<file path="src/include/video_settings.svh">
/*
 * Video subsystem settings
 * Raster geometry and memory sizes shared by the video blocks
 */
`ifndef VIDEO_SETTINGS_SVH
`define VIDEO_SETTINGS_SVH

// Raster, kept small for short simulations
`define VID_H_TOTAL      64
`define VID_H_ACTIVE     48
`define VID_H_SYNC_START 52
`define VID_H_SYNC_LEN   4
`define VID_V_TOTAL      40
`define VID_V_ACTIVE     32
`define VID_V_SYNC_START 34
`define VID_V_SYNC_LEN   2

// Memories
`define VID_TILE_COLS    8
`define VID_VRAM_DEPTH   32
`define VID_OBJ_COUNT    4
`define VID_PAL_DEPTH    32

`endif

</file>
<file path="src/logic/video_timing_pkg.sv">
/*
 * Video timing types
 * Raster position with blanking and sync, broadcast by the timer
 */
package video_timing_pkg;

    typedef struct packed {
        logic [8:0] hdump;
        logic [8:0] vdump;
        // High while visible
        logic       lhbl;
        logic       lvbl;
        logic       hs;
        logic       vs;
    } raster_t;

endpackage

</file>
<file path="src/logic/video_gfx_pkg.sv">
/*
 * Video graphics types
 * Colours, palette indexes, object attributes and layer pixels
 */
package video_gfx_pkg;

    typedef struct packed {
        logic [3:0] red;
        logic [3:0] green;
        logic [3:0] blue;
    } rgb_t;

    // 0-15 tile colours, 16-31 object colours
    typedef logic [4:0] pal_idx_t;

    typedef struct packed {
        logic [7:0] y;
        logic [7:0] x;
        logic [3:0] color;
    } obj_attr_t;

    // Zero means transparent
    typedef logic [3:0] layer_pxl_t;

endpackage

</file>
<file path="src/logic/cpu_ram.sv">
/*
 * Simple dual-port RAM
 * One write port, one read port, one clock of read latency
 * Payload type set by parameter
 */
module cpu_ram #(
    parameter type entry_t = logic [7:0],
    parameter int  DEPTH   = 32
) (
    input                             clk,
    input  logic                      we,
    input  logic [$clog2(DEPTH)-1:0]  waddr,
    input  entry_t                    wdata,
    input  logic [$clog2(DEPTH)-1:0]  raddr,
    output entry_t                    rdata
);

    entry_t mem [DEPTH];

    always_ff @(posedge clk) begin
        if (we) begin
            mem[waddr] <= wdata;
        end
        rdata <= mem[raddr];
    end

    a_waddr_range: assert property (@(posedge clk) we |-> waddr < DEPTH);

endmodule

</file>
<file path="src/logic/video_timer.sv">
/*
 * Raster timer
 * Pixel and line counters advancing on pxl_cen, with blanking and sync
 * registered together with the counts
 */
`include "video_settings.svh"

module video_timer (
    input                                clk,
    input                                rst_n,
    input                                pxl_cen,
    output video_timing_pkg::raster_t    raster
);

    logic [8:0] h_next;
    logic [8:0] v_next;

    always_comb begin
        h_next = raster.hdump + 9'd1;
        v_next = raster.vdump;
        if (raster.hdump == 9'(`VID_H_TOTAL - 1)) begin
            h_next = '0;
            if (raster.vdump == 9'(`VID_V_TOTAL - 1)) begin
                v_next = '0;
            end else begin
                v_next = raster.vdump + 9'd1;
            end
        end
    end

    always_ff @(posedge clk) begin
        if (!rst_n) begin
            raster <= '0;
        end else if (pxl_cen) begin
            raster.hdump <= h_next;
            raster.vdump <= v_next;
            raster.lhbl  <= h_next < `VID_H_ACTIVE;
            raster.lvbl  <= v_next < `VID_V_ACTIVE;
            raster.hs    <= h_next >= `VID_H_SYNC_START &&
                            h_next < `VID_H_SYNC_START + `VID_H_SYNC_LEN;
            // VS covers whole lines
            raster.vs    <= v_next >= `VID_V_SYNC_START &&
                            v_next < `VID_V_SYNC_START + `VID_V_SYNC_LEN;
        end
    end

    a_hdump_range: assert property (@(posedge clk) disable iff (!rst_n)
        raster.hdump < `VID_H_TOTAL);

endmodule

</file>
<file path="src/logic/tile_layer.sv">
/*
 * Tile layer
 * Looks up the next tile code in VRAM, fetches its graphics row from ROM
 * and shifts the row out one 4-bit pixel per pxl_cen
 */
`include "video_settings.svh"

module tile_layer (
    input                                clk,
    input                                rst_n,
    input                                pxl_cen,
    input  video_timing_pkg::raster_t    raster,
    input  logic [7:0]                   cpu_addr,
    input  logic [7:0]                   cpu_dout,
    input  logic                         vram_we,
    output logic                         rom_cs,
    output logic [10:0]                  rom_addr,
    input  logic [31:0]                  rom_data,
    input  logic                         rom_ok,
    output video_gfx_pkg::layer_pxl_t    pxl
);

    localparam int vram_aw = $clog2(`VID_VRAM_DEPTH);
    localparam int col_w   = $clog2(`VID_TILE_COLS);

    typedef enum logic [1:0] {st_idle, st_rd, st_req, st_rom} fetch_st_t;

    fetch_st_t          st;
    logic               tile_start;
    logic               last_tile;
    logic [8:0]         tline;
    logic [col_w-1:0]   tcol;
    logic [vram_aw-1:0] vram_raddr;
    logic [7:0]         vram_code;
    logic [31:0]        row_buf;
    logic [31:0]        shift;

    assign tile_start = pxl_cen && raster.hdump[2:0] == 3'd0;

    // Next tile, wrapping to column 0 of the next line in the last tile
    assign last_tile = raster.hdump >= 9'(`VID_H_TOTAL - 8);
    assign tcol      = last_tile ? '0 : col_w'(raster.hdump[8:3] + 6'd1);

    always_comb begin
        tline = raster.vdump;
        if (last_tile) begin
            tline = (raster.vdump == 9'(`VID_V_TOTAL - 1)) ? '0 : raster.vdump + 9'd1;
        end
    end

    assign vram_raddr = vram_aw'(tline[8:3] * `VID_TILE_COLS + tcol);

    cpu_ram #(
        .entry_t ( logic [7:0]        ),
        .DEPTH   ( `VID_VRAM_DEPTH    )
    ) u_vram (
        .clk     ( clk                      ),
        .we      ( vram_we                  ),
        .waddr   ( cpu_addr[vram_aw-1:0]    ),
        .wdata   ( cpu_dout                 ),
        .raddr   ( vram_raddr               ),
        .rdata   ( vram_code                )
    );

    // Fetch sequence, rom_ok expected within 12 clocks of the request
    always_ff @(posedge clk) begin
        if (!rst_n) begin
            st     <= st_idle;
            rom_cs <= 1'b0;
        end else begin
            case (st)
                st_idle: if (tile_start) st <= st_rd;
                st_rd:   st <= st_req;
                st_req: begin
                    rom_cs <= 1'b1;
                    st     <= st_rom;
                end
                st_rom: if (rom_ok) begin
                    rom_cs <= 1'b0;
                    st     <= st_idle;
                end
                default: st <= st_idle;
            endcase
        end
    end

    always_ff @(posedge clk) begin
        if (st == st_req) begin
            rom_addr <= {vram_code, tline[2:0]};
        end
        if (st == st_rom && rom_ok) begin
            row_buf <= rom_data;
        end
        if (tile_start) begin
            shift <= row_buf >> 4;
        end else if (pxl_cen) begin
            shift <= shift >> 4;
        end
    end

    always_ff @(posedge clk) begin
        if (!rst_n) begin
            pxl <= '0;
        end else if (pxl_cen) begin
            pxl <= tile_start ? row_buf[3:0] : shift[3:0];
        end
    end

    a_rom_hold: assert property (@(posedge clk) disable iff (!rst_n)
        rom_cs && !rom_ok |=> rom_cs);

endmodule

</file>
<file path="src/logic/obj_layer.sv">
/*
 * Object layer
 * Up to VID_OBJ_COUNT solid 8x8 objects placed by the CPU
 * Lowest index with a non-zero colour wins
 */
`include "video_settings.svh"

module obj_layer (
    input                                clk,
    input                                rst_n,
    input                                pxl_cen,
    input  video_timing_pkg::raster_t    raster,
    input  logic [7:0]                   cpu_addr,
    input  logic [7:0]                   cpu_dout,
    input  logic                         obj_we,
    output video_gfx_pkg::layer_pxl_t    pxl
);

    localparam int sel_w = $clog2(`VID_OBJ_COUNT);

    video_gfx_pkg::obj_attr_t   objs [`VID_OBJ_COUNT];
    video_gfx_pkg::layer_pxl_t  hit_pxl;
    logic [8:0]                 dx;
    logic [8:0]                 dy;

    // Field select in the low address bits
    always_ff @(posedge clk) begin
        if (!rst_n) begin
            for (int i = 0; i < `VID_OBJ_COUNT; i++) begin
                objs[i] <= '0;
            end
        end else if (obj_we) begin
            case (cpu_addr[1:0])
                2'd0: objs[cpu_addr[sel_w+1:2]].y     <= cpu_dout;
                2'd1: objs[cpu_addr[sel_w+1:2]].x     <= cpu_dout;
                2'd2: objs[cpu_addr[sel_w+1:2]].color <= cpu_dout[3:0];
                default: ;
            endcase
        end
    end

    // Walk from the highest index down so the lowest one is left standing
    always_comb begin
        hit_pxl = '0;
        dx      = '0;
        dy      = '0;
        for (int i = `VID_OBJ_COUNT - 1; i >= 0; i--) begin
            // Wraps to a large value left of or above the object
            dx = raster.hdump - {1'b0, objs[i].x};
            dy = raster.vdump - {1'b0, objs[i].y};
            if (dx < 9'd8 && dy < 9'd8 && objs[i].color != '0) begin
                hit_pxl = objs[i].color;
            end
        end
    end

    always_ff @(posedge clk) begin
        if (!rst_n) begin
            pxl <= '0;
        end else if (pxl_cen) begin
            pxl <= (raster.lhbl && raster.lvbl) ? hit_pxl : '0;
        end
    end

endmodule

</file>
<file path="src/logic/color_mixer.sv">
/*
 * Colour mixer
 * Objects over tiles, 12-bit palette lookup and blanking
 * Blanking is delayed to stay aligned with rgb
 */
`include "video_settings.svh"

module color_mixer (
    input                                clk,
    input                                rst_n,
    input                                pxl_cen,
    input  video_timing_pkg::raster_t    raster,
    input  video_gfx_pkg::layer_pxl_t    tile_pxl,
    input  video_gfx_pkg::layer_pxl_t    obj_pxl,
    input  logic                         prog_en,
    input  video_gfx_pkg::pal_idx_t      prog_addr,
    input  video_gfx_pkg::rgb_t          prog_data,
    output video_gfx_pkg::rgb_t          rgb,
    output logic                         LHBL_dly,
    output logic                         LVBL_dly
);

    video_gfx_pkg::pal_idx_t    pal_raddr;
    video_gfx_pkg::rgb_t        pal_rdata;
    logic                       lhbl_d1;
    logic                       lvbl_d1;

    // Object colours live in the upper half
    assign pal_raddr = (obj_pxl != '0) ? {1'b1, obj_pxl} : {1'b0, tile_pxl};

    cpu_ram #(
        .entry_t ( video_gfx_pkg::rgb_t ),
        .DEPTH   ( `VID_PAL_DEPTH       )
    ) u_palette (
        .clk     ( clk       ),
        .we      ( prog_en   ),
        .waddr   ( prog_addr ),
        .wdata   ( prog_data ),
        .raddr   ( pal_raddr ),
        .rdata   ( pal_rdata )
    );

    // Palette data settles one clock after the layers, so pxl_cen is at most every other clock
    always_ff @(posedge clk) begin
        if (!rst_n) begin
            lhbl_d1  <= 1'b0;
            lvbl_d1  <= 1'b0;
            LHBL_dly <= 1'b0;
            LVBL_dly <= 1'b0;
            rgb      <= '0;
        end else if (pxl_cen) begin
            lhbl_d1  <= raster.lhbl;
            lvbl_d1  <= raster.lvbl;
            LHBL_dly <= lhbl_d1;
            LVBL_dly <= lvbl_d1;
            rgb      <= (lhbl_d1 && lvbl_d1) ? pal_rdata : '0;
        end
    end

    a_blank_black: assert property (@(posedge clk) disable iff (!rst_n)
        (!LHBL_dly || !LVBL_dly) |-> rgb == '0);

endmodule

</file>
<file path="src/logic/video_top.sv">
/*
 * Video top
 * Raster timer, tile layer, object layer and colour mixer
 */
module video_top (
    input                           clk,
    input                           rst_n,
    input                           pxl_cen,
    // CPU interface
    input  logic [7:0]              cpu_addr,
    input  logic [7:0]              cpu_dout,
    input  logic                    cpu_we,
    input  logic                    vram_cs,
    input  logic                    obj_cs,
    // Palette programming
    input  logic                    prog_en,
    input  logic [4:0]              prog_addr,
    input  logic [11:0]             prog_data,
    // Tile ROM
    output logic                    rom_cs,
    output logic [10:0]             rom_addr,
    input  logic [31:0]             rom_data,
    input  logic                    rom_ok,
    output logic                    HS,
    output logic                    VS,
    output logic                    LHBL_dly,
    output logic                    LVBL_dly,
    output video_gfx_pkg::rgb_t     rgb
);

    video_timing_pkg::raster_t  raster;
    video_gfx_pkg::layer_pxl_t  tile_pxl;
    video_gfx_pkg::layer_pxl_t  obj_pxl;
    logic                       vram_we;
    logic                       obj_we;

    assign vram_we = cpu_we & vram_cs;
    assign obj_we  = cpu_we & obj_cs;
    assign HS      = raster.hs;
    assign VS      = raster.vs;

    video_timer u_timer(
        .clk        ( clk       ),
        .rst_n      ( rst_n     ),
        .pxl_cen    ( pxl_cen   ),
        .raster     ( raster    )
    );

    tile_layer u_tile(
        .clk        ( clk       ),
        .rst_n      ( rst_n     ),
        .pxl_cen    ( pxl_cen   ),
        .raster     ( raster    ),
        .cpu_addr   ( cpu_addr  ),
        .cpu_dout   ( cpu_dout  ),
        .vram_we    ( vram_we   ),
        .rom_cs     ( rom_cs    ),
        .rom_addr   ( rom_addr  ),
        .rom_data   ( rom_data  ),
        .rom_ok     ( rom_ok    ),
        .pxl        ( tile_pxl  )
    );

    obj_layer u_obj(
        .clk        ( clk       ),
        .rst_n      ( rst_n     ),
        .pxl_cen    ( pxl_cen   ),
        .raster     ( raster    ),
        .cpu_addr   ( cpu_addr  ),
        .cpu_dout   ( cpu_dout  ),
        .obj_we     ( obj_we    ),
        .pxl        ( obj_pxl   )
    );

    color_mixer u_colmix(
        .clk        ( clk       ),
        .rst_n      ( rst_n     ),
        .pxl_cen    ( pxl_cen   ),
        .raster     ( raster    ),
        .tile_pxl   ( tile_pxl  ),
        .obj_pxl    ( obj_pxl   ),
        .prog_en    ( prog_en   ),
        .prog_addr  ( prog_addr ),
        .prog_data  ( prog_data ),
        .rgb        ( rgb       ),
        .LHBL_dly   ( LHBL_dly  ),
        .LVBL_dly   ( LVBL_dly  )
    );

endmodule

</file>
<file path="config.mk">
export PLATFORM = sky130hd
export DESIGN_NAME = video_top
export DESIGN_NICKNAME = d
export VERILOG_FILES = /design/src/logic/video_timing_pkg.sv /design/src/logic/video_gfx_pkg.sv /design/src/logic/cpu_ram.sv /design/src/logic/video_timer.sv /design/src/logic/tile_layer.sv /design/src/logic/obj_layer.sv /design/src/logic/color_mixer.sv /design/src/logic/video_top.sv
export VERILOG_INCLUDE_DIRS = /design/src /design/src/include
export SDC_FILE = /design/constraint.sdc
export NUM_CORES = 1
export LEC_CHECK = 0
export BUFFER_PORTS_ARGS = -buffer_cell sky130_fd_sc_hd__buf_4
export CAP_MARGIN = 15
export CORE_ASPECT_RATIO = 1.2
export CORE_MARGIN = 1.5
export CORE_UTILIZATION = 40
export CTS_CLUSTER_SIZE = 14
export DETAILED_ROUTE_END_ITERATION = 6
export MAX_ROUTING_LAYER = met4
export PLACE_DENSITY = 0.53
export SYNTH_ARGS = -nofsm -noshare
export SYNTH_HDL_FRONTEND = slang
export SYNTH_SLANG_ARGS = --single-unit
</file>
<file path="constraint.sdc">
create_clock -name clk -period 3.44 [get_ports clk]
set_input_delay 0.344 -clock clk [delete_from_list [all_inputs] [get_ports clk]]
set_output_delay 0.344 -clock clk [all_outputs]
set_load 0.01 [all_outputs]
</file>
Word level (Yosys, flattened, before mapping)
Memories as Yosys holds them, arrays and structs flattened. A register that Yosys moved wholly into a read port is not among the register bits. Index checks and enable logic that the tools add are counted.

Flip-flop bits (word level): 120. RAM bits: 720. Input port bits: 73. Output and inout port bits: 28. Memories kept: 3.

Add/subtract/negate cells: 12. $lt $le $gt $ge: 15. Equal/unequal tests: 9. Mux-type cells: 40. Bitwise gates (word level): 2. Reduce and logical (&&, ||, !) cells: 27.

Memories: u_colmix.u_palette.mem (depth 32, width 12, rd ports 1, clocked after memory_dff 1, wr ports 1, RTL line cpu_ram.sv:18) `entry_t mem [DEPTH];`; u_tile.u_vram.mem (depth 32, width 8, rd ports 1, clocked after memory_dff 1, wr ports 1, RTL line cpu_ram.sv:18); u_obj.objs (depth 4, width 20, rd ports 4, clocked after memory_dff 0, wr ports 4, RTL line obj_layer.sv:21) `` video_gfx_pkg::obj_attr_t objs [`VID_OBJ_COUNT]; ``.

Operator list (number): $lt 9x4->1 const B (8); $sub 9x8->9 (8); $mux 28 (2); $lt 9x6->1 const B (4); $ge 9x6->1 const B (3); $mux 9 (3); $mux 4 (6); $mux 20 (1); $reduce_bool 4->1 (5); $reduce_or 20->1 (1); $add 9x1->9 const B (2); $eq 9x6->1 const B (2); $mux 1 (18); $logic_and 1x1->1 (14); $mux 12 (1); $mux 5 (2); $pmux 2 s4 (1); $eq 2x2->1 const B (3); $mux 2 (3); $mux 3 (2); $add 5x3->5 (1); $eq 2x1->1 const B (2); $logic_not 2->1 (2); $reduce_and 2->1 (2); 7 further kinds (9).

Depth between registers and ports, before layout
An unclocked memory read counts as a cell.

Depth after elaboration: 10. Gate-level depth with buffers: 14. Mapped depth without buffers: 11.

Hierarchy
Synthesis repeated with hierarchy kept, for this count alone.

Cells, all modules: 2282. Area, all modules: 36274.8 sq um.

By module, submodules not included: cpu_ram (u_colmix.u_palette) (instances 1, cells an instance 868, area an instance 15468.6 sq um, seq. area each 11771.3 sq um); cpu_ram (u_tile.u_vram) (instances 1, cells an instance 417, area an instance 10053.4 sq um, seq. area each 7847.5 sq um); obj_layer (instances 1, cells an instance 582, area an instance 5657.9 sq um, seq. area each 2482.4 sq um); tile_layer (instances 1, cells an instance 169, area an instance 3047.9 sq um, seq. area each 2272.2 sq um); video_timer (instances 1, cells an instance 167, area an instance 1295.0 sq um, seq. area each 440.4 sq um); color_mixer (instances 1, cells an instance 77, area an instance 739.5 sq um, seq. area each 320.3 sq um); video_top (instances 1, cells an instance 2, area an instance 12.5 sq um, seq. area each 0.0 sq um).

Least setup slack after synthesis
OpenSTA, ideal clock, no wires.

Path type: register to register. Start point: register u_timer.raster[13] (netlist name). End point: register u_tile.u_vram.rdata[0] (netlist name) (read register of u_tile.u_vram.mem). Setup time: 114 ps. Arrival: 2721 ps. Path slack: 605 ps. Cell stages (with the launch flop): 11. Buffers on the path: 1. Period minus slack after synthesis: 2835 ps. Path through: dfxtp_1 -> inv_1 -> ha_1 -> and4b_1 -> o21ai_2 -> nand2_2 -> nor2_2 -> buf_2 -> mux4_2 -> mux4_2 -> a21o_1.

Cells in the longest elaborated chain, start to end: 3. Elaborated cells on any way between the ends: 4. Classes of those cells: add/sub: 1; order compare: 1; mux: 2.

RTL lines: $ge 9x6->1 * (RTL line tile_layer.sv:41) `` assign last_tile = raster.hdump >= 9'(`VID_H_TOTAL - 8); ``; $mux 3 or $mux 5 (tied branches) (RTL line tile_layer.sv:42, tile_layer.sv:46); $add 5x3->5 * (RTL line tile_layer.sv:51) `` assign vram_raddr = vram_aw'(tline[8:3] * `VID_TILE_COLS + tcol); ``; to (decl) (RTL line cpu_ram.sv:15) `output entry_t rdata`.

Mark *: on every way between the ends. The rest lies on a longest branch, timed or not. A chain may end at the register's enable or synchronous reset.

Worst setup path after layout
Start point: register u_timer.raster[14] (netlist name). End point: register u_obj.pxl[1].

Cells in the longest elaborated chain, start to end: 9. Elaborated cells on any way between the ends: 21. Classes of those cells: add/sub: 4; order compare: 4; mux: 5; reduce/logical: 8.

RTL lines: $sub 9x8->9 (RTL line obj_layer.sv:49) `dx = raster.hdump - {1'b0, objs[i].x};`; $lt 9x4->1 (RTL line obj_layer.sv:51) `if (dx < 9'd8 && dy < 9'd8 && objs[i].color != '0) begin`; $logic_and 1x1->1 (2 in series) (RTL line obj_layer.sv:51); $mux 4 (3 in series) (RTL line obj_layer.sv:51); $mux 4 * (RTL line obj_layer.sv:51); $mux 4 * (RTL line obj_layer.sv:61) `pxl <= (raster.lhbl && raster.lvbl) ? hit_pxl : '0;`; to (signal assigned) (RTL line obj_layer.sv:61); to (decl) (RTL line obj_layer.sv:16) `output video_gfx_pkg::layer_pxl_t pxl`.

Marks and branches as above.

==> results.py <==
metrics = {
    "logic_synthesis": {
        "ys_seq_area_share_pct": 71.2,
        "syn_area_um2": 35300,
        "synth_top_area_share_pct": 67.3,
        "netlist_top_cells_area": "edfxtp_1 (67%), mux4_2 (8.7%), dfxtp_1 (3.9%)",
        "yosysTopAreaCell": "edfxtp_1",
        "synth_top_family_by_area": "multiplexers",
        "synth_compound_area_share_pct": 5.43,
        "synth_xor_area_share_pct": 0.922,
        "ys_ff_latch": 860,
        "synthCells": 2221,
        "yosysUniqueCellTypes": 75,
        "async_flop_share_pct": 0,
        "synthSimpleGateAreaFrac_pct": 8.01,
        "synth_common_cells": "edfxtp_1 (791), nor2_1 (195), nand2_1 (192)",
        "yosys.cell_count.top_type": "edfxtp_1",
        "avgSynthCellArea_um2": 15.9,
        "synth_edf_count": 791,
        "muxShareOfSynthArea_pct": 9.96,
        "synthFlopType": "edfxtp_1",
        "synthAdderAreaFrac_pct": 2.27,
        "synth_nets": 2358,
        "yosysWarnings": 0,
    },
    "layout": {
        "n_fill_cell": 7567,
        "drive_gt1_share_pct": 20.5,
        "syn2layout_area_growth_pct": 16.4,
        "antenna_cells": 0,
        "finalNetCount": 2563,
    },
    "floorplan": {
        "std_cell_rows": 119,
        "io-pin-count": 101,
        "start_util_pct": 40.3,
        "die-height_um": 328,
        "core_um2": 87500,
        "chipWidth_um": 274,
        "dieArea_um2": 90000,
    },
    "sta": {
        "slew_viol_final": 0,
        "fin_crit_sh_pct": 91.7,
        "finalHoldViolations": 0,
        "clock_skew_ps": 26.5,
        "finalSetupViolations": 0,
        "setup_tns_ps": 0,
        "tightest_slew_ps": 1160,
        "fmaxAchievable_mhz": 317,
        "slew_headroom_pct": 22.0,
        "rsz0062_at_grt": "false",
        "fin_crit_ps": 3150,
        "worst_slack_ps": 286,
    },
    "worst_setup_path": {
        "worstSetupPathType": "reg2reg",
        "cp.arrival_ps": 3680,
        "worstSetupStartpointType": "register",
        "reg2reg_depth": 11,
        "worstSetupEndpointType": "register",
        "reg2reg_slack_ps": 290,
        "required_ps": 3970,
        "rr_startpoint": "u_timer.raster[14]$_SDFFE_PN0P_",
        "rr_endpoint": "u_obj.pxl[1]$_SDFFE_PN0P_",
        "path_max_fanout": 7,
    },
    "grt": {
        "antenna_found_initial": 1,
        "grt_pass1_wl_mm": 127,
        "met3_usage_pct": 2.77,
        "met2_usage_pct": 32.2,
        "overflow": 0,
        "grt_busiest_layer": "met2",
        "first_global_vias": 20436,
        "gr-usage-met1_pct": 24.7,
        "grt_max_degree": 66,
        "grt_usage_pct": 19.6,
    },
    "detailed_routing": {
        "wl_mm": 85.3,
        "drtIter0Drc": 1722,
        "via_count": 19937,
        "drc": 0,
        "ant_nets": 0,
        "routedWlPerCell_um": 23.4,
        "routed_via_density": 5.47,
        "drt-pass1-iter-count": 7,
    },
    "clocking": {
        "clk_pin_slew_ps": 60,
        "h-tree-depth": 3,
        "cts-buffers-inserted": 88,
        "cts_root_buf": "clkbuf_16",
        "cts.path.max_buffers": 3,
        "clock_latency_ps": 660,
        "cts_sinks": 860,
        "postCtsSetupRepairBufs": 0,
        "cts_tree": "yes",
    },
    "placement": {
        "place_congestion": 0.868,
        "place.port_buffers": 97,
        "dpl.hpwl_mm": 53.4,
        "dpl_worst_slack_ps": 331,
    },
    "power_and_ir_drop": {
        "internal_power_w": 0.0178,
        "switchingPower_w": 0.00499,
        "p_per_area_nw_per_um2": 554,
        "power_w": 0.0228,
        "peakVddDrop_mv": 0.364,
        "swShare_pct": 21.9,
        "clkPwrFrac_pct": 42.1,
        "comb_power_share_pct": 6.2,
        "p_leak_nw": 14.2,
        "seqPwrFrac_pct": 51.7,
    },
    "job": {
        "max_cap_violations": 0,
    },
    "worst_hold_path": {
        "holdPathEnd": "u_tile.rom_cs$_SDFFE_PN0P_",
        "hold_path_class": "in2reg",
        "hold_start": "rom_ok",
        "hold_depth": 4,
    },
    "outcome": {
        "status": "finished clean",
    },
}
[layout by cell type (no fill, tap or decap), types with 17 or more instances in the layout]
| master | instances |
|---|---|
| ha_1 | 64 |
| edfxtp_1 | 791 |
| a21oi_1 | 51 |
| a21o_1 | 18 |
| o21ai_0 | 55 |
| mux4_2 | 136 |
| o221ai_1 | 49 |
| xor2_1 | 19 |
| nor3_1 | 19 |
| nand3_1 | 103 |
| clkinv_2 | 17 |
| inv_1 | 88 |
| dlygate4sd3_1 | 32 |
| o22ai_1 | 18 |
| mux2_2 | 25 |
| buf_4 | 173 |
| nand2_1 | 192 |
| mux2i_1 | 17 |
| dfxtp_1 | 68 |
| clkbuf_16 | 88 |
| nor2_1 | 194 |
[kinds of logic (layout without fill, tap and decap cells)]
family	after synthesis	count (layout)
buffers and inverters	191	463
flip-flops	860	860
AND/OR/NAND/NOR	615	615
AO/OA/AOI/OAI	278	278
multiplexers	178	178
adder cells (fa/ha/maj)	64	64
XOR/XNOR	35	35
[flip-flops by register name, summed over array words and instances (netlist names)]
name                      count
u_tile.u_vram.mem           256
u_obj.objs                   80
u_colmix.u_palette.mem      384
u_tile.row_buf               32
u_colmix.lhbl_d1              1
u_colmix.rgb                 12
u_tile.rom_cs                 1
u_tile.rom_addr              11
u_tile.pxl                    4
u_timer.raster               22
u_colmix.lvbl_d1              1
u_colmix.u_palette.rdata     12
u_obj.pxl                     4
u_tile.st                     2
u_colmix.LHBL_dly             1
u_tile.shift                 28
u_tile.u_vram.rdata           8
u_colmix.LVBL_dly             1
[metrics by stage]
step	utilization (%)	hold WS, ps	instances	area [um^2]
finish	46.9	55.5	3642	41100
global route	46.9	75.4	3642	41100
CTS	46.9	8.43	3640	41100
detailed placement	43.3	422	3451	37900
global placement	43.3	418	3451	37900
floorplan	-	386	2221	35300
[power groups by stage]
stage	clock, W	sequential [W]	combinational, W
after floorplan	0	0.0120	0.000766
after global placement	0	0.0120	0.00137
after detailed placement	0	0.0120	0.00141
after CTS	0.00982	0.0118	0.00144
after global routing	0.0102	0.0118	0.00154
final	0.00959	0.0118	0.00141
[critical path: stages, from the launching register on]
cell and delay [ps]:
dfxtp_1 310, buf_4 160, ha_1 200, a21oi_1 170, o21ai_0 230, a2111oi_0 640
o32ai_1 170, or4_4 470, o31ai_4 200, and4b_4 250, a21oi_1 150, o21ai_1 80
[worst max-delay path by stage]
stage,endpoint,slack (ps),start,cells after the start
after floorplan,u_tile.u_vram.rdata[0]$_DFF_P_,610,u_timer.raster[13]$_SDFFE_PN0P_,10
after global placement,u_tile.u_vram.rdata[1]$_DFF_P_,350,u_timer.raster[17]$_SDFFE_PN0P_,8
after detailed placement,u_tile.u_vram.rdata[1]$_DFF_P_,330,u_timer.raster[17]$_SDFFE_PN0P_,8
after CTS,u_tile.u_vram.rdata[6]$_DFF_P_,310,u_timer.raster[17]$_SDFFE_PN0P_,8
after global routing,u_obj.pxl[0]$_SDFFE_PN0P_,160,u_timer.raster[17]$_SDFFE_PN0P_,10
final,u_obj.pxl[1]$_SDFFE_PN0P_,290,u_timer.raster[14]$_SDFFE_PN0P_,11
[per-layer routing]
layer	vias to the layer above	routed length [um]
met4	0	2700
li1	9019	-
met3	154	4350
met2	550	42900
met5	-	0
met1	10214	35400
[timing repair]
item	CTS	global route
hold endpoints to repair	32	0
gates resized for setup	0	0
hold buffers	32	0
[final cells by class]
cell class                 count  area [um^2]  share of cell area [%]
timing repair buffer         217         1830                    4.45
clock buffer                 105         2300                    5.59
clock inverter                52          603                    1.47
multi-input combinational   1170         9460                    23.0
sequential                   860        25100                    61.2
tap                         1149         1440                    3.50
inverter                      89          334                   0.813
(Power assumes the default switching activity.)
